===== config.mk =====
export PLATFORM = sky130hd
export DESIGN_NAME = dotTop
export DESIGN_NICKNAME = d
export VERILOG_FILES = /design/src/dotPkg.sv /design/src/csaCells.sv /design/src/prefixAdd.sv /design/src/mulSgn.sv /design/src/wbDotRegs.sv /design/src/dotReduce.sv /design/src/dotTop.sv
export SDC_FILE = /design/constraint.sdc
export NUM_CORES = 1
export LEC_CHECK = 0
export ABC_AREA = 1
export BUFFER_PORTS_ARGS = -buffer_cell sky130_fd_sc_hd__buf_2
export CORE_ASPECT_RATIO = 1.25
export CORE_MARGIN = 5
export CORE_UTILIZATION = 40
export CTS_CLUSTER_SIZE = 14
export DETAILED_ROUTE_END_ITERATION = 12
export GPL_ROUTABILITY_DRIVEN = 0
export PLACE_DENSITY = 0.64
export SYNTH_ARGS = -nofsm -noshare
export SYNTH_HDL_FRONTEND = slang
export SYNTH_HIERARCHICAL = 1
export SYNTH_SLANG_ARGS = --single-unit

===== constraint.sdc =====
create_clock -name clk -period 8.85 [get_ports clk]
set_clock_uncertainty 0.1 [all_clocks]
set_input_delay 0.4425 -clock clk [delete_from_list [all_inputs] [get_ports clk]]
set_output_delay 0.4425 -clock clk [all_outputs]
set_load 0.03 [all_outputs]

===== src/dotPkg.sv =====
`default_nettype none

package dotPkg;

	localparam int numLanes = 4;  // multiplier lanes
	localparam int widthX = 8;
	localparam int widthY = 8;
	localparam int widthP = widthX + widthY;  // full signed product
	localparam int accWidth = 24;  // accumulator wraps at this width
	localparam int wbAddrWidth = 4;  // word address
	localparam int wbDataWidth = 32;
	localparam int speedSel = 1;  // 0 ripple, 1 brent-kung, 2 sklansky

	// word address map
	localparam int addrOperand0 = 0;  // lane i sits at addrOperand0 + i
	localparam int addrControl = 4;
	localparam int addrResult = 5;

	// control and status bits
	localparam int ctrlStartBit = 0;
	localparam int ctrlAccBit = 1;
	localparam int statDoneBit = 0;  // same word, read side

	typedef logic [widthX-1:0] opX;
	typedef logic [widthY-1:0] opY;
	typedef logic [widthP-1:0] prodT;
	typedef logic [accWidth-1:0] accT;
	typedef logic [wbAddrWidth-1:0] wbAddrT;
	typedef logic [wbDataWidth-1:0] wbDataT;

	typedef enum logic {idle, ackPhase} wbState;  // slave handshake

endpackage

`default_nettype wire


===== src/csaCells.sv =====
`timescale 1ns/1ps
`default_nettype none

module fullAdder (
	input  logic A,
	input  logic B,
	input  logic CI,
	output logic S,
	output logic CO
);

	logic halfSum;  // a xor b, shared by sum and carry

	assign halfSum = A ^ B;
	assign S = halfSum ^ CI;
	assign CO = (A & B) | (halfSum & CI);

endmodule

// one column of an (m,2) compressor
module cpr #(
	parameter int depth = 4,  // bits in this column
	parameter int speed = 0
) (
	input  logic [depth-1:0] A,
	input  logic [depth-4:0] CI,  // carries from the column below
	output logic             S,
	output logic             C,
	output logic [depth-4:0] CO  // carries to the column above
);

	// queue of bits still to be summed, adders append their sums at the end
	logic [3*depth-6:0] fifo;
	logic [depth-3:0] carryOut;

	assign fifo[depth-1:0] = A;

	if (speed == 0) begin : chain
		fullAdder fa0 (.A(fifo[0]), .B(fifo[1]), .CI(fifo[2]), .S(fifo[depth]), .CO(carryOut[0]));
		for (genvar i = 1; i < depth-2; i++) begin : stage
			// one new input bit, one carry, previous sum
			fullAdder fa (
				.A (fifo[i+2]),
				.B (CI[i-1]),
				.CI(fifo[depth+2*(i-1)]),
				.S (fifo[depth+2*i]),
				.CO(carryOut[i])
			);
		end
	end else begin : tree
		for (genvar i = 0; i < depth-2; i++) begin : stage
			fullAdder fa (
				.A (fifo[3*i]),
				.B (fifo[3*i+1]),
				.CI(fifo[3*i+2]),
				.S (fifo[depth+2*i]),
				.CO(carryOut[i])
			);
			if (i < depth-3) begin : carrySlot
				assign fifo[depth+2*i+1] = CI[i];  // carry joins the queue
			end
		end
	end

	assign CO = carryOut[depth-4:0];
	assign C = carryOut[depth-3];  // weight +1, leaves via carry vector
	assign S = fifo[3*depth-6];  // last sum written

endmodule

// multi-operand carry-save adder
module addMopCsv #(
	parameter int width = 8,
	parameter int depth = 4,  // operand count, at least 4
	parameter int speed = 0
) (
	input  logic [depth*width-1:0] A,  // operand k at bits k*width
	output logic [width-1:0]       S,
	output logic [width-1:0]       C  // already shifted by one
);

	logic [depth*width-1:0] columns;  // bits regrouped by weight
	logic [(depth-3)*(width+1)-1:0] carryChain;
	logic [width-1:0] carryRaw;

	always_comb begin
		for (int i = 0; i < width; i++) begin
			for (int k = 0; k < depth; k++) begin
				columns[i*depth+k] = A[k*width+i];
			end
		end
	end

	assign carryChain[depth-4:0] = '0;  // lsb column

	for (genvar i = 0; i < width; i++) begin : slices
		cpr #(.depth(depth), .speed(speed)) slice (
			.A (columns[i*depth +: depth]),
			.CI(carryChain[i*(depth-3) +: depth-3]),
			.S (S[i]),
			.C (carryRaw[i]),
			.CO(carryChain[(i+1)*(depth-3) +: depth-3])  // top slice overflow dropped
		);
	end

	assign C = {carryRaw[width-2:0], 1'b0};

endmodule

`default_nettype wire


===== src/prefixAdd.sv =====
`timescale 1ns/1ps
`default_nettype none

// prefix and-or tree for carry lookahead
module prefixAndOr #(
	parameter int width = 8,
	parameter int speed = 0  // 0 serial, 1 brent-kung, 2 sklansky
) (
	input  logic [width-1:0] GI,
	input  logic [width-1:0] PI,
	output logic [width-1:0] GO,
	output logic [width-1:0] PO
);

	localparam int m = $clog2(width);  // levels of the up sweep

	if (speed == 0) begin : serial
		logic [width-1:0] gT;
		logic [width-1:0] pT;

		assign gT[0] = GI[0];
		assign pT[0] = PI[0];
		for (genvar j = 1; j < width; j++) begin : bits
			assign gT[j] = GI[j] | (PI[j] & gT[j-1]);
			assign pT[j] = PI[j] & pT[j-1];
		end
		assign GO = gT;
		assign PO = pT;
	end else if (speed == 1) begin : brentKung
		// level 0 is the input, m up levels, m-1 down levels
		logic [width-1:0] gT [0:2*m-1];
		logic [width-1:0] pT [0:2*m-1];

		assign gT[0] = GI;
		assign pT[0] = PI;
		for (genvar l = 1; l < 2*m; l++) begin : levels
			localparam int span = (l <= m) ? 2**l : 2**(2*m-l);
			for (genvar j = 0; j < width; j++) begin : bits
				// up sweep closes aligned blocks, down sweep fills the gaps
				localparam bit upNode = (l <= m) && ((j+1) % span == 0);
				localparam bit downNode = (l > m) && ((j+1) % span == span/2) && (j >= span);
				if (upNode || downNode) begin : black
					assign gT[l][j] = gT[l-1][j] | (pT[l-1][j] & gT[l-1][j-span/2]);
					assign pT[l][j] = pT[l-1][j] & pT[l-1][j-span/2];
				end else begin : white
					assign gT[l][j] = gT[l-1][j];
					assign pT[l][j] = pT[l-1][j];
				end
			end
		end
		assign GO = gT[2*m-1];
		assign PO = pT[2*m-1];
	end else begin : sklansky
		logic [width-1:0] gT [0:m];
		logic [width-1:0] pT [0:m];

		assign gT[0] = GI;
		assign pT[0] = PI;
		for (genvar l = 1; l <= m; l++) begin : levels
			for (genvar j = 0; j < width; j++) begin : bits
				if (((j >> (l-1)) & 1) == 1) begin : black
					// top of the lower half block, fans out to the upper half
					localparam int src = ((j >> (l-1)) << (l-1)) - 1;
					assign gT[l][j] = gT[l-1][j] | (pT[l-1][j] & gT[l-1][src]);
					assign pT[l][j] = pT[l-1][j] & pT[l-1][src];
				end else begin : white
					assign gT[l][j] = gT[l-1][j];
					assign pT[l][j] = pT[l-1][j];
				end
			end
		end
		assign GO = gT[m];
		assign PO = pT[m];
	end

endmodule

// carry propagate adder, modulo 2**width
module add #(
	parameter int width = 8,
	parameter int speed = 0
) (
	input  logic [width-1:0] A,
	input  logic [width-1:0] B,
	output logic [width-1:0] S
);

	if (speed == 0) begin : plain
		assign S = A + B;  // left to synthesis
	end else begin : prefix
		logic [width-1:0] gen;
		logic [width-1:0] prop;
		logic [width-1:0] halfSum;
		logic [width-1:0] carry;  // carry out of each bit

		assign gen = A & B;
		assign prop = A | B;  // or-propagate is enough for carries
		assign halfSum = ~gen & prop;  // a xor b

		prefixAndOr #(.width(width), .speed(speed)) tree (
			.GI(gen),
			.PI(prop),
			.GO(carry),
			.PO()
		);

		assign S = halfSum ^ {carry[width-2:0], 1'b0};
	end

endmodule

`default_nettype wire


===== src/mulSgn.sv =====
`timescale 1ns/1ps
`default_nettype none

// baugh-wooley rows for a signed widthX by widthY product
module mulPPGenSgn import dotPkg::*; (
	input  opX X,
	input  opY Y,
	output logic [(widthX+2)*widthP-1:0] PP  // row r at bits r*widthP
);

	always_comb begin
		logic [widthP-1:0] rows [widthX+2];

		for (int r = 0; r < widthX+2; r++) begin
			rows[r] = '0;
		end
		// plain rows, msb of y enters inverted sense
		for (int i = 0; i < widthX-1; i++) begin
			for (int k = 0; k < widthY-1; k++) begin
				rows[i][i+k] = X[i] & Y[k];
			end
			rows[i][i+widthY-1] = ~X[i] & Y[widthY-1];
		end
		// sign row of x
		for (int k = 0; k < widthY-1; k++) begin
			rows[widthX-1][widthX-1+k] = X[widthX-1] & ~Y[k];
		end
		rows[widthX-1][widthP-2] = X[widthX-1] & Y[widthY-1];  // sign times sign
		// correction ones and sign terms
		rows[widthX][widthP-2] = ~X[widthX-1];
		rows[widthX][widthX-1] = X[widthX-1];
		rows[widthX+1][widthP-1] = 1'b1;
		rows[widthX+1][widthP-2] = ~Y[widthY-1];
		rows[widthX+1][widthY-1] = Y[widthY-1];
		for (int r = 0; r < widthX+2; r++) begin
			PP[r*widthP +: widthP] = rows[r];
		end
	end

endmodule

// one lane, purely combinational
module mulSgn import dotPkg::*; (
	input  opX   X,
	input  opY   Y,
	output prodT P
);

	logic [(widthX+2)*widthP-1:0] partials;
	prodT sumVec;
	prodT carryVec;

	mulPPGenSgn ppGen (.X(X), .Y(Y), .PP(partials));

	addMopCsv #(.width(widthP), .depth(widthX+2), .speed(speedSel)) csa (
		.A(partials),
		.S(sumVec),
		.C(carryVec)
	);

	add #(.width(widthP), .speed(speedSel)) cpa (.A(sumVec), .B(carryVec), .S(P));

endmodule

`default_nettype wire


===== src/wbDotRegs.sv =====
`timescale 1ns/1ps
`default_nettype none

module wbDotRegs import dotPkg::*; (
	input  logic                         clk,
	input  logic                         arstN,
	input  logic                         wbCyc,
	input  logic                         wbStb,
	input  logic                         wbWe,
	input  wbAddrT                       wbAddr,
	input  wbDataT                       wbDatIn,
	output wbDataT                       wbDatOut,
	output logic                         wbAck,
	output logic [numLanes*widthX-1:0]   opXBus,
	output logic [numLanes*widthY-1:0]   opYBus,
	output logic                         go,  // one cycle, one per start
	output logic                         accMode,
	input  accT                          result,
	input  logic                         done,
	output logic                         resultRead  // clears done in dotReduce
);

	wbState state;
	wbAddrT addrQ;  // address of the access being acked
	logic accept;
	logic ctrlWr;
	logic startReq;  // start seen, go follows one cycle later

	assign accept = (state == idle) && wbCyc && wbStb;
	assign ctrlWr = accept && wbWe && (wbAddr == wbAddrT'(addrControl));
	assign resultRead = accept && !wbWe && (wbAddr == wbAddrT'(addrResult));
	assign wbAck = (state == ackPhase);

	always_ff @(posedge clk or negedge arstN) begin
		if (!arstN) begin
			state <= idle;
			addrQ <= '0;
		end else begin
			case (state)
				idle: begin
					if (accept) begin
						state <= ackPhase;
					end
				end
				ackPhase: state <= idle;  // master drops stb after ack
				default: state <= idle;
			endcase
			if (accept) begin
				addrQ <= wbAddr;
			end
		end
	end

	// operand and control writes on the accept edge
	always_ff @(posedge clk or negedge arstN) begin
		if (!arstN) begin
			opXBus <= '0;
			opYBus <= '0;
			accMode <= 1'b0;
			startReq <= 1'b0;
			go <= 1'b0;
		end else begin
			for (int i = 0; i < numLanes; i++) begin
				if (accept && wbWe && (wbAddr == wbAddrT'(addrOperand0 + i))) begin
					opXBus[i*widthX +: widthX] <= wbDatIn[widthX-1:0];
					opYBus[i*widthY +: widthY] <= wbDatIn[widthX +: widthY];
				end
			end
			if (ctrlWr) begin
				accMode <= wbDatIn[ctrlAccBit];
			end
			startReq <= ctrlWr && wbDatIn[ctrlStartBit];
			go <= startReq;  // back to back starts stay separate pulses
		end
	end

	// read data, valid while ack is high
	always_comb begin
		wbDatOut = '0;  // unmapped words
		for (int i = 0; i < numLanes; i++) begin
			if (addrQ == wbAddrT'(addrOperand0 + i)) begin
				wbDatOut[widthX-1:0] = opXBus[i*widthX +: widthX];
				wbDatOut[widthX +: widthY] = opYBus[i*widthY +: widthY];
			end
		end
		if (addrQ == wbAddrT'(addrControl)) begin
			wbDatOut[statDoneBit] = done;
		end else if (addrQ == wbAddrT'(addrResult)) begin
			wbDatOut = {{(wbDataWidth-accWidth){result[accWidth-1]}}, result};  // sign ext
		end
	end

endmodule

`default_nettype wire


===== src/dotReduce.sv =====
`timescale 1ns/1ps
`default_nettype none

module dotReduce import dotPkg::*; (
	input  logic                        clk,
	input  logic                        arstN,
	input  logic [numLanes*widthP-1:0]  prodBus,
	input  logic                        go,
	input  logic                        accMode,  // add held accumulator
	output accT                         result,
	output logic                        done,
	input  logic                        resultRead
);

	logic [(numLanes+1)*accWidth-1:0] operands;  // lanes, then accumulator
	accT sumVec;
	accT carryVec;
	accT total;

	always_comb begin
		for (int i = 0; i < numLanes; i++) begin
			operands[i*accWidth +: accWidth] =
				{{(accWidth-widthP){prodBus[i*widthP+widthP-1]}}, prodBus[i*widthP +: widthP]};
		end
		operands[numLanes*accWidth +: accWidth] = accMode ? result : '0;
	end

	addMopCsv #(.width(accWidth), .depth(numLanes+1), .speed(speedSel)) csa (
		.A(operands),
		.S(sumVec),
		.C(carryVec)
	);

	add #(.width(accWidth), .speed(speedSel)) cpa (.A(sumVec), .B(carryVec), .S(total));

	always_ff @(posedge clk or negedge arstN) begin
		if (!arstN) begin
			result <= '0;
			done <= 1'b0;
		end else if (go) begin
			result <= total;  // wraps mod 2**accWidth
			done <= 1'b1;  // a new result beats a read on the same edge
		end else if (resultRead) begin
			done <= 1'b0;
		end
	end

endmodule

`default_nettype wire


===== src/dotTop.sv =====
`timescale 1ns/1ps
`default_nettype none

module dotTop import dotPkg::*; (
	input  logic   clk,
	input  logic   arstN,
	input  logic   wbCyc,
	input  logic   wbStb,
	input  logic   wbWe,
	input  wbAddrT wbAddr,
	input  wbDataT wbDatIn,
	output wbDataT wbDatOut,
	output logic   wbAck
);

	logic [numLanes*widthX-1:0] opXBus;
	logic [numLanes*widthY-1:0] opYBus;
	logic [numLanes*widthP-1:0] prodBus;
	logic go;
	logic accMode;
	logic done;
	logic resultRead;
	accT result;

	wbDotRegs regs (
		.clk       (clk),
		.arstN     (arstN),
		.wbCyc     (wbCyc),
		.wbStb     (wbStb),
		.wbWe      (wbWe),
		.wbAddr    (wbAddr),
		.wbDatIn   (wbDatIn),
		.wbDatOut  (wbDatOut),
		.wbAck     (wbAck),
		.opXBus    (opXBus),
		.opYBus    (opYBus),
		.go        (go),
		.accMode   (accMode),
		.result    (result),
		.done      (done),
		.resultRead(resultRead)
	);

	for (genvar i = 0; i < numLanes; i++) begin : lanes
		mulSgn lane (
			.X(opXBus[i*widthX +: widthX]),
			.Y(opYBus[i*widthY +: widthY]),
			.P(prodBus[i*widthP +: widthP])
		);
	end

	dotReduce reduce (
		.clk       (clk),
		.arstN     (arstN),
		.prodBus   (prodBus),
		.go        (go),
		.accMode   (accMode),
		.result    (result),
		.done      (done),
		.resultRead(resultRead)
	);

endmodule

`default_nettype wire


=== Word level (Yosys, flattened, before mapping) ===
Cells that the tools add are included.

* Register bits after elaboration: 97
* Input bits: 41
* Output and inout port bits: 33
* Logic and storage cells: 2060

* Equality and inequality tests: 10
* Mux-type cells: 12
* Bitwise operators: 2008
* Reductions and logical operators: 15

{| class="wikitable"
|+ Operator list
! kind !! count
|-
| $and A1 B1 Y1 || 994
|-
| $xor A1 B1 Y1 || 578
|-
| $or A1 B1 Y1 || 342
|-
| $and A16 B16 Y16 || 8
|-
| $not A1 Y1 || 69
|-
| $mux W16 || 4
|-
| $not A16 Y16 || 4
|-
| $or A16 B16 Y16 || 4
|-
| $xor A16 B16 Y16 || 4
|-
| $and A24 B24 Y24 || 2
|-
| $mux W32 || 1
|-
| $mux W31 || 1
|-
| $mux W24 || 1
|-
| $not A24 Y24 || 1
|-
| $or A24 B24 Y24 || 1
|-
| $xor A24 B24 Y24 || 1
|-
| $eq A4 B2 Y1 const B || 4
|-
| $eq A4 B3 Y1 const B || 4
|-
| $logic_and A1 B1 Y1 || 11
|-
| $eq A4 B1 Y1 const B || 2
|-
| $logic_not A4 Y1 || 2
|-
| $mux W1 || 4
|-
| $pmux W1 S2 || 1
|-
| $reduce_bool A2 Y1 || 1
|-
| $logic_not A1 Y1 || 1
|}

=== Depth between registers and ports, before layout ===
Gate-level depths: netlist of the first run.

* Depth after elaboration: 48
* Depth in mapped cells: 48
* Gate-level depth less buffers: 46

=== By module ===
The synthesis of the first run kept the hierarchy.

{| class="wikitable"
|+ By module, submodules not included
! module !! times used !! cells an instance !! area an instance (um2) !! sequential area each (um2)
|-
| fullAdder || 584 || 1 || 20.0 || 0.0
|-
| mulPPGenSgn || 4 || 226 || 1311.3 || 0.0
|-
| wbDotRegs || 1 || 439 || 3509.6 || 1801.7
|-
| add (lanes[0].lane.cpa ...) || 4 || 155 || 862.1 || 0.0
|-
| prefixAndOr (lanes[0].lane.cpa.prefix.tree ...) || 4 || 84 || 425.4 || 0.0
|-
| add (reduce.cpa) || 1 || 235 || 1302.5 || 0.0
|-
| dotReduce || 1 || 156 || 1201.2 || 625.6
|-
| prefixAndOr (reduce.cpa.prefix.tree) || 1 || 132 || 688.2 || 0.0
|-
| addMopCsv (lanes[0].lane.csa ...) || 4 || 17 || 123.9 || 0.0
|-
| addMopCsv (reduce.csa) || 1 || 25 || 183.9 || 0.0
|}

=== Least setup slack after synthesis of the first run ===
No wires, ideal clock.

* Kind: reg2reg
* Start point: register regs.opYBus[6]
* End point: register reduce.result[23]
* Library setup time: 0.116 ns
* Arrival time: 7.520 ns
* Data required time: 8.634 ns
* Path slack: 1.114 ns
* Cell stages (with the launch flop): 46
* Path buffers: 1
* Clock period less this slack: 7.736 ns
* Path through: dfrtp_1 > buf_6 > nand2_1 > inv_1 > fa_1 > fa_1 > fa_1 > fa_1 > fa_1 > inv_1 > ha_1 > inv_1 > nand2_1 > inv_1 > a21oi_1 > nand2_2 > nand2_1 > nand2_2 > (+10 left out) > inv_1 > ha_1 > inv_1 > nand2_1 > nor3_1 > nand2_1 > nand2_2 > nand2_1 > nand2_2 > nand2_1 > nand2_1 > nand2_1 > nand2_1 > inv_1 > nand2_1 > nand2_1 > nand2_1 > nand2_1

* Elaborated cells between the ends (all ways): 444
* Classes of those cells: bitwise (444)

{| class="wikitable"
|+ RTL lines
! what !! line !! text
|-
| start: declaration || wbDotRegs.sv:15 || <nowiki>output logic [numLanes*widthY-1:0] opYBus,</nowiki>
|-
| start signal: indexed assignment || wbDotRegs.sv:66 || <nowiki>opYBus[i*widthY +: widthY] <= wbDatIn[widthX +: widthY];</nowiki>
|-
| $and A1 B1 Y1 * || mulSgn.sv:20 || <nowiki>rows[i][i+k] = X[i] & Y[k];</nowiki>
|-
| named net lanes[0].lane.partials[6] || mulSgn.sv:49 || <nowiki>logic [(widthX+2)*widthP-1:0] partials;</nowiki>
|-
| $xor A1 B1 Y1 * || csaCells.sv:14 || <nowiki>assign halfSum = A ^ B;</nowiki>
|-
| $xor A1 B1 Y1 * || csaCells.sv:15 || <nowiki>assign S = halfSum ^ CI;</nowiki>
|-
| named net lanes[0].lane.csa.slices[6].slice.fifo[10] || csaCells.sv:33 || <nowiki>logic [3*depth-6:0] fifo;</nowiki>
|-
| $xor A1 B1 Y1 * || csaCells.sv:15 ||
|-
| named net lanes[0].lane.csa.slices[6].slice.fifo[16] || csaCells.sv:33 ||
|-
| $xor A1 B1 Y1 * || csaCells.sv:15 ||
|-
| named net lanes[0].lane.csa.slices[6].slice.fifo[20] || csaCells.sv:33 ||
|-
| (+1 left out) || - ||
|-
| named net lanes[0].lane.csa.slices[6].slice.fifo[22] || csaCells.sv:33 ||
|-
| (+2 left out) || - ||
|-
| named net lanes[0].lane.sumVec[6] || mulSgn.sv:50 || <nowiki>prodT sumVec;</nowiki>
|-
| (+1 left out) || - ||
|-
| named net lanes[0].lane.cpa.prefix.prop[6] || prefixAdd.sv:92 || <nowiki>logic [width-1:0] prop;</nowiki>
|-
| (+4 left out) || - ||
|-
| named net lanes[0].lane.cpa.prefix.carry[7] || prefixAdd.sv:94 || <nowiki>logic [width-1:0] carry;</nowiki>
|-
| (+2 left out) || - ||
|-
| named net lanes[0].lane.cpa.prefix.carry[11] || prefixAdd.sv:94 ||
|-
| (+2 left out) || - ||
|-
| named net lanes[0].lane.cpa.prefix.carry[13] || prefixAdd.sv:94 ||
|-
| (+2 left out) || - ||
|-
| named net lanes[0].lane.cpa.prefix.carry[14] || prefixAdd.sv:94 ||
|-
| (+1 left out) || - ||
|-
| named net prodBus[15] || dotTop.sv:18 || <nowiki>logic [numLanes*widthP-1:0] prodBus;</nowiki>
|-
| (+2 left out) || - ||
|-
| named net reduce.csa.slices[15].slice.fifo[5] || csaCells.sv:33 ||
|-
| (+1 left out) || - ||
|-
| named net reduce.csa.slices[15].slice.fifo[7] || csaCells.sv:33 ||
|-
| (+2 left out) || - ||
|-
| named net reduce.sumVec[15] || dotReduce.sv:16 || <nowiki>accT sumVec;</nowiki>
|-
| (+1 left out) || - ||
|-
| named net reduce.cpa.prefix.prop[15] || prefixAdd.sv:92 ||
|-
| (+5 left out) || - ||
|-
| named net reduce.cpa.prefix.carry[15] || prefixAdd.sv:94 ||
|-
| (+2 left out) || - ||
|-
| named net reduce.cpa.prefix.carry[19] || prefixAdd.sv:94 ||
|-
| $and A1 B1 Y1 * || prefixAdd.sv:43 || <nowiki>assign gT[l][j] = gT[l-1][j] | (pT[l-1][j] & gT[l-1][j-span/2]);</nowiki>
|-
| $or A1 B1 Y1 * || prefixAdd.sv:43 ||
|-
| named net reduce.cpa.prefix.carry[21] || prefixAdd.sv:94 ||
|-
| $and A1 B1 Y1 * || prefixAdd.sv:43 ||
|-
| $or A1 B1 Y1 * || prefixAdd.sv:43 ||
|-
| named net reduce.cpa.prefix.carry[22] || prefixAdd.sv:94 ||
|-
| $xor A24 B24 Y24 * || prefixAdd.sv:107 || <nowiki>assign S = halfSum ^ {carry[width-2:0], 1'b0};</nowiki>
|-
| named net reduce.total[23] || dotReduce.sv:18 || <nowiki>accT total;</nowiki>
|-
| end signal: assignment || dotReduce.sv:41 || <nowiki>result <= total;</nowiki>
|-
| end: declaration || dotReduce.sv:10 || <nowiki>output accT result,</nowiki>
|}

Mark *: on every way through the listed nets, which the timed path passes. The rest lies on a longest branch.
A chain may end at the register's enable or synchronous reset.

=== Worst setup path in the final report of the first run ===
* Start point: register regs.opXBus[16]
* End point: register reduce.result[23]

* Elaborated cells between the ends (all ways): 477
* Classes of those cells: bitwise (477)

{| class="wikitable"
|+ RTL lines
! what !! line !! text
|-
| start: declaration || wbDotRegs.sv:14 || <nowiki>output logic [numLanes*widthX-1:0] opXBus,</nowiki>
|-
| start signal: indexed assignment || wbDotRegs.sv:65 || <nowiki>opXBus[i*widthX +: widthX] <= wbDatIn[widthX-1:0];</nowiki>
|-
| $and A1 B1 Y1 * || mulSgn.sv:20 ||
|-
| named net lanes[2].lane.partials[6] || mulSgn.sv:49 ||
|-
| $xor A1 B1 Y1 * || csaCells.sv:14 ||
|-
| $xor A1 B1 Y1 * || csaCells.sv:15 ||
|-
| named net lanes[2].lane.csa.slices[6].slice.fifo[10] || csaCells.sv:33 ||
|-
| $xor A1 B1 Y1 * || csaCells.sv:15 ||
|-
| named net lanes[2].lane.csa.slices[6].slice.fifo[16] || csaCells.sv:33 ||
|-
| $xor A1 B1 Y1 * || csaCells.sv:15 ||
|-
| named net lanes[2].lane.csa.slices[6].slice.fifo[20] || csaCells.sv:33 ||
|-
| (+1 left out) || - ||
|-
| named net lanes[2].lane.csa.slices[6].slice.fifo[22] || csaCells.sv:33 ||
|-
| (+2 left out) || - ||
|-
| named net lanes[2].lane.sumVec[6] || mulSgn.sv:50 ||
|-
| (+1 left out) || - ||
|-
| named net lanes[2].lane.cpa.prefix.prop[6] || prefixAdd.sv:92 ||
|-
| (+4 left out) || - ||
|-
| named net lanes[2].lane.cpa.prefix.carry[7] || prefixAdd.sv:94 ||
|-
| (+2 left out) || - ||
|-
| named net lanes[2].lane.cpa.prefix.carry[11] || prefixAdd.sv:94 ||
|-
| (+2 left out) || - ||
|-
| named net lanes[2].lane.cpa.prefix.carry[13] || prefixAdd.sv:94 ||
|-
| (+2 left out) || - ||
|-
| named net lanes[2].lane.cpa.prefix.carry[14] || prefixAdd.sv:94 ||
|-
| (+1 left out) || - ||
|-
| named net prodBus[47] || dotTop.sv:18 ||
|-
| (+1 left out) || - ||
|-
| named net reduce.csa.slices[15].slice.fifo[5] || csaCells.sv:33 ||
|-
| (+1 left out) || - ||
|-
| named net reduce.csa.slices[15].slice.fifo[7] || csaCells.sv:33 ||
|-
| (+2 left out) || - ||
|-
| named net reduce.sumVec[15] || dotReduce.sv:16 ||
|-
| (+1 left out) || - ||
|-
| named net reduce.cpa.prefix.prop[15] || prefixAdd.sv:92 ||
|-
| (+5 left out) || - ||
|-
| named net reduce.cpa.prefix.carry[15] || prefixAdd.sv:94 ||
|-
| (+2 left out) || - ||
|-
| named net reduce.cpa.prefix.carry[19] || prefixAdd.sv:94 ||
|-
| $and A1 B1 Y1 * || prefixAdd.sv:43 ||
|-
| $or A1 B1 Y1 * || prefixAdd.sv:43 ||
|-
| named net reduce.cpa.prefix.carry[21] || prefixAdd.sv:94 ||
|-
| $and A1 B1 Y1 * || prefixAdd.sv:43 ||
|-
| $or A1 B1 Y1 * || prefixAdd.sv:43 ||
|-
| named net reduce.cpa.prefix.carry[22] || prefixAdd.sv:94 ||
|-
| $xor A24 B24 Y24 * || prefixAdd.sv:107 ||
|-
| named net reduce.total[23] || dotReduce.sv:18 ||
|}

Marked as above.

==> results of run 1 <==
final timing paths:
path,startpoint,endpoint,slack (ns)
worst max-delay path,regs/opXBus[16],reduce/result[23],0.72
worst min-delay path,regs/startReq,regs/go,0.26
worst max register to register,regs/opXBus[16],reduce/result[23],0.72
worst min register to register,regs/startReq,regs/go,0.26
max in group asynchronous,arstN,regs/opYBus[8],6.94
min in group asynchronous,arstN,reduce/done,0.51
per-stage QoR:
stage                     hold slack (ns)  setup WS [ns]  instances  instance area (um^2)  utilization [%]
final                               0.257          0.724       4160                 27200             38.6
after detailed placement            0.242          0.676       4143                 26900             38.2
after global routing                0.271          0.148       4160                 27200             38.6
after CTS                           0.248          0.657       4160                 27200             38.6
after global placement              0.235          0.763       4143                 26900             38.2
after floorplan                    0.0469           1.33       3700                 29800                -
final cells by class:
| class | count | area (um^2) |
|---|---|---|
| fill | 7196 | 43300 |
| multi-input combinational | 2275 | 20100 |
| inverter | 766 | 2880 |
| sequential | 97 | 2430 |
| tap | 943 | 1180 |
| timing repair buffer | 63 | 335 |
| clock buffer | 9 | 225 |
| clock inverter | 7 | 61.3 |
metal layers:
metal  wire (um)  track usage, %  share of wire [%]  up-vias
met5           0               0                  0        -
met4        2560            5.30                5.1        0
met3        2030            1.66                4.0       77
met2       26500            26.6                 52      293
met1       19400            16.9                 38     8398
li1            -               -                  -     8317
worst max-delay path, delay by kind of cell, from the launching register on:
family	cells	cell delay, ns
DFF	1	0.54
and+or+nand+nor	25	2.32
AOI/OAI and AO/OA	1	0.07
buffers and inverters	8	0.43
adders and majority gates	10	4.51
layout by cell type (no fill, tap or decap), types with 2 or more instances in the layout:
cell type and n:
nand2_1 777, nor3_1 6, conb_1 403, a21oi_1 24, nor2_1 78, inv_8 3, dfrtp_1 97, a21o_1 27
nand2_2 33, o21ai_1 64, inv_2 15, nor2_4 5, o21bai_1 12, inv_1 750, nand4_1 16, buf_4 6
nand3_1 54, buf_2 56, o21ai_0 4, inv_6 2, clkbuf_16 9, nor2_2 10, ha_1 171, fa_1 584
sequential cells by signal (all words and copies together) (netlist names):
signal,cells
regs/opXBus,32
regs/opYBus,32
reduce/result,24
regs/addrQ,4
reduce/done,1
regs/accMode,1
regs/go,1
regs/startReq,1
regs/wbAck,1
==> results.tsv, run 1 <==
metric	value	unit
cts_hold_buf	1	
critPathLaunchType	flop	
htree_levels	3	
hold_class	reg -> reg	
hpwlAfterDp	44600	um
cts_root_buffer	clkbuf_16	
drv_cap	0	
wl_per_cell	12.1	um
track_usage	14.3	%
grt_max_degree	56	
synth.cell_area	28400	um^2
overflow	0	
antenna_cells	0	
max_slew_margin	24.3	%
crit_type	reg -> reg	
synth_area_per_cell	8.57	um^2
remaining_drc_errors	0	
grt_pass1_vias	18419	
hold_viol_final	0	
cts_tree	built	
fin_tns_setup	0	ns
cts_made_buffers	9	
clock-sinks	97	
pin_count	74	
hold_depth	0	
post_cts_buffers	0	
r2r_cells	44	
clk_path_buf_depth	2	
via_per_inst	4.11	
critPathSlowestCell	fa_1	
dieWidth	248	um
ctsResizeCount	0	
cpPeakStageDelay	0.62	ns
final_max_slew_viol_count	0	
core_region_area	70500	um^2
cp-end-kind	flop	
timing.final.crit_share	91.8	%
rsz0062_at_grt	false	
status	complete, no violations	
io_buffer_count	57	
first_pass_iters	5	
worst_pin_slew	1.13	ns
die_area	76400	um^2
syn2layout_area_growth	-4.03	%
worstPathRequired	8.99	ns
antenna_found_initial	0	
initial_utilization	40.2	%
setup_viol	0	
ant_nets	0	
insertion_delay	0.35	ns
num_vias	17085	
cp_max_fo	10	
drive_gt1_share	4.60	%
synth_warnings	6	
rows	109	
worstPathArrival	8.27	ns
wl	50500	um
cpMostUsedCell	nand2_1	
grt_pass1_wl	88000	um
fin_nets	4008	
path_clk_slew	0.07	ns
fp.dieH	308	um
drtIter0Drc	831	
max_freq	123	MHz
min_period	8.13	ns
synth_cells	3310	
Power of run 1 is not shown: default switching activity piles up to over one toggle a cycle in this logic, so the estimate is an artifact.
==> run 2: changes to the inputs <==
Settings changed: CORE_UTILIZATION 40 to 30, PLACE_DENSITY 0.64 to 0.53.
==> results.tsv, run 2 (synthesized netlist as in run 1, its figures left out) <==
metric	value	unit	change
status	complete, no violations		
clk_path_buf_depth	2		unchanged
drive_gt1_share	4.90	%	+0.30 points
fp.dieH	354	um	+15%
min_period	8.12	ns	-0.00853 ns
fillerInstances	10012		+39%
worst-path-stages	44		unchanged
critPathSlowestCell	fa_1		
cp.buffers_inverters	8		unchanged
worstPathArrival	8.27	ns	about the same
crit_type	reg -> reg		
startpoint	regs/opYBus[7]		
hold_viol_final	0		unchanged
wl	54800	um	+8.4%
grt_pass1_vias	18284		-0.73%
initial_utilization	30.1	%	-10 points
endpoint	reduce/result[23]		
worstPathRequired	9.00	ns	about the same
antenna_found_initial	3		+3
setup_viol	0		unchanged
multi_input_area	20100	um^2	unchanged
grt_max_degree	73		+30%
top_regs	regs/opXBus: 32 flops, regs/opYBus: 32 flops, reduce/result: 24 flops		
cp_max_fo	8		-2
ant_nets	0		unchanged
ff_latch_area	2430	um^2	unchanged
num_vias	17072		-0.076%
ff2ff_setup_slack	0.73	ns	about the same
rr_endpoint	reduce/result[23]		
layout_commonest_cell	nand2_1		
clock-sinks	97		unchanged
cpMostUsedCell	nand2_1		
ctsResizeCount	0		unchanged
max_freq	123	MHz	+0.10%
drv_cap	0		unchanged
worst_pin_slew	1.19	ns	+0.0568 ns
grt_pass1_wl	92400	um	+5.0%
fin_tns_setup	0	ns	unchanged
io_buffer_count	57		unchanged
post_cts_buffers	0		unchanged
r2r_cells	44		unchanged
hold_class	in -> reg		
drtIter0Drc	814		-2.0%
htree_levels	3		unchanged
final_cell_mix	nand2_1 (777), inv_1 (750), fa_1 (584)		
path_clk_slew	0.08	ns	about the same
cts_made_buffers	9		unchanged
cts_root_buffer	clkbuf_16		
wl_per_cell	12.3	um	+1.4%
cts_hold_buf	1		unchanged
syn2layout_area_growth	-2.47	%	
overflow	0		unchanged
critPathTopFamily	adder cells		
remaining_drc_errors	0		unchanged
first_pass_iters	5		unchanged
rows	126		+16%
pin_count	74		unchanged
cts_tree	built		
critPathLaunchType	flop		
fin_nets	4018		+0.25%
max_slew_margin	20.5	%	-3.8 points
insertion_delay	0.36	ns	about the same
rsz0062_at_grt	false		
cpPeakStageDelay	0.65	ns	+0.03 ns
timing.final.crit_share	91.7	%	-0.096 points
rr_startpoint	regs/opYBus[7]		
via_per_inst	3.84		-6.5%
hpwlAfterDp	47600	um	+6.9%
track_usage	11.4	%	-2.9 points
dieWidth	285	um	+15%
final_max_slew_viol_count	0		unchanged
die_area	101000	um^2	+32%
cp-end-kind	flop		
core_region_area	94100	um^2	+33%
## run 2: cell count changes in the layout (fill, tap and decap cells not counted)
cell,previous run,this run
clkinvlp_4,1,2
diode_2,0,4
buf_4,6,16
clkinv_4,1,0
inv_8,3,1
bufinv_16,0,1
inv_6,2,3
## run 2: area by class of cell
class,count,share of cell area [%]
multi-input cells,2275,72.7
inverters,766,10.4
flip-flops and latches,97,8.77
well taps,1216,5.50
repair buffers,73,1.48
clock buffers,9,0.814
clock inverters,7,0.276
diodes,4,0.0362
## run 2: metrics by stage
step,hold slack [ns],std cells,instance area (um^2),worst slack [ns],util (%)
after CTS,0.237,4443,27700,0.596,29.4
after detailed placement,0.241,4426,27300,0.612,29.0
after floorplan,0.0469,3700,29800,1.33,-
after global routing,0.243,4443,27700,0.0447,29.4
final,0.248,4447,27700,0.733,29.4
after global placement,0.233,4426,27300,0.703,29.0
## run 2: worst min-delay path: stages
cell	delay [ns]
buf_2	0.12
nand2_1	0.06
nand2_1	0.05
## run 2: worst min path at each step
stage               slack (ns)          start  cells after the start            end
global placement          0.23  regs/startReq                      0        regs/go
detailed placement        0.24  regs/startReq                      0        regs/go
global route              0.24      wbAddr[3]                      3  regs/addrQ[3]
CTS                       0.24      wbAddr[3]                      3  regs/addrQ[3]
finish                    0.25      wbAddr[3]                      3  regs/addrQ[3]
floorplan                 0.05          arstN                      0    reduce/done
## run 2: per-layer routing
metal  share of wire [%]  vias to the layer above  track usage, %
met5                   0                        -               0
li1                    -                     8337               -
met2                  53                      284            21.6
met1                  40                     8400            13.7
met4                 3.2                        0            2.86
met3                 3.7                       51            1.33
Power of run 2 is left out for the same reason.
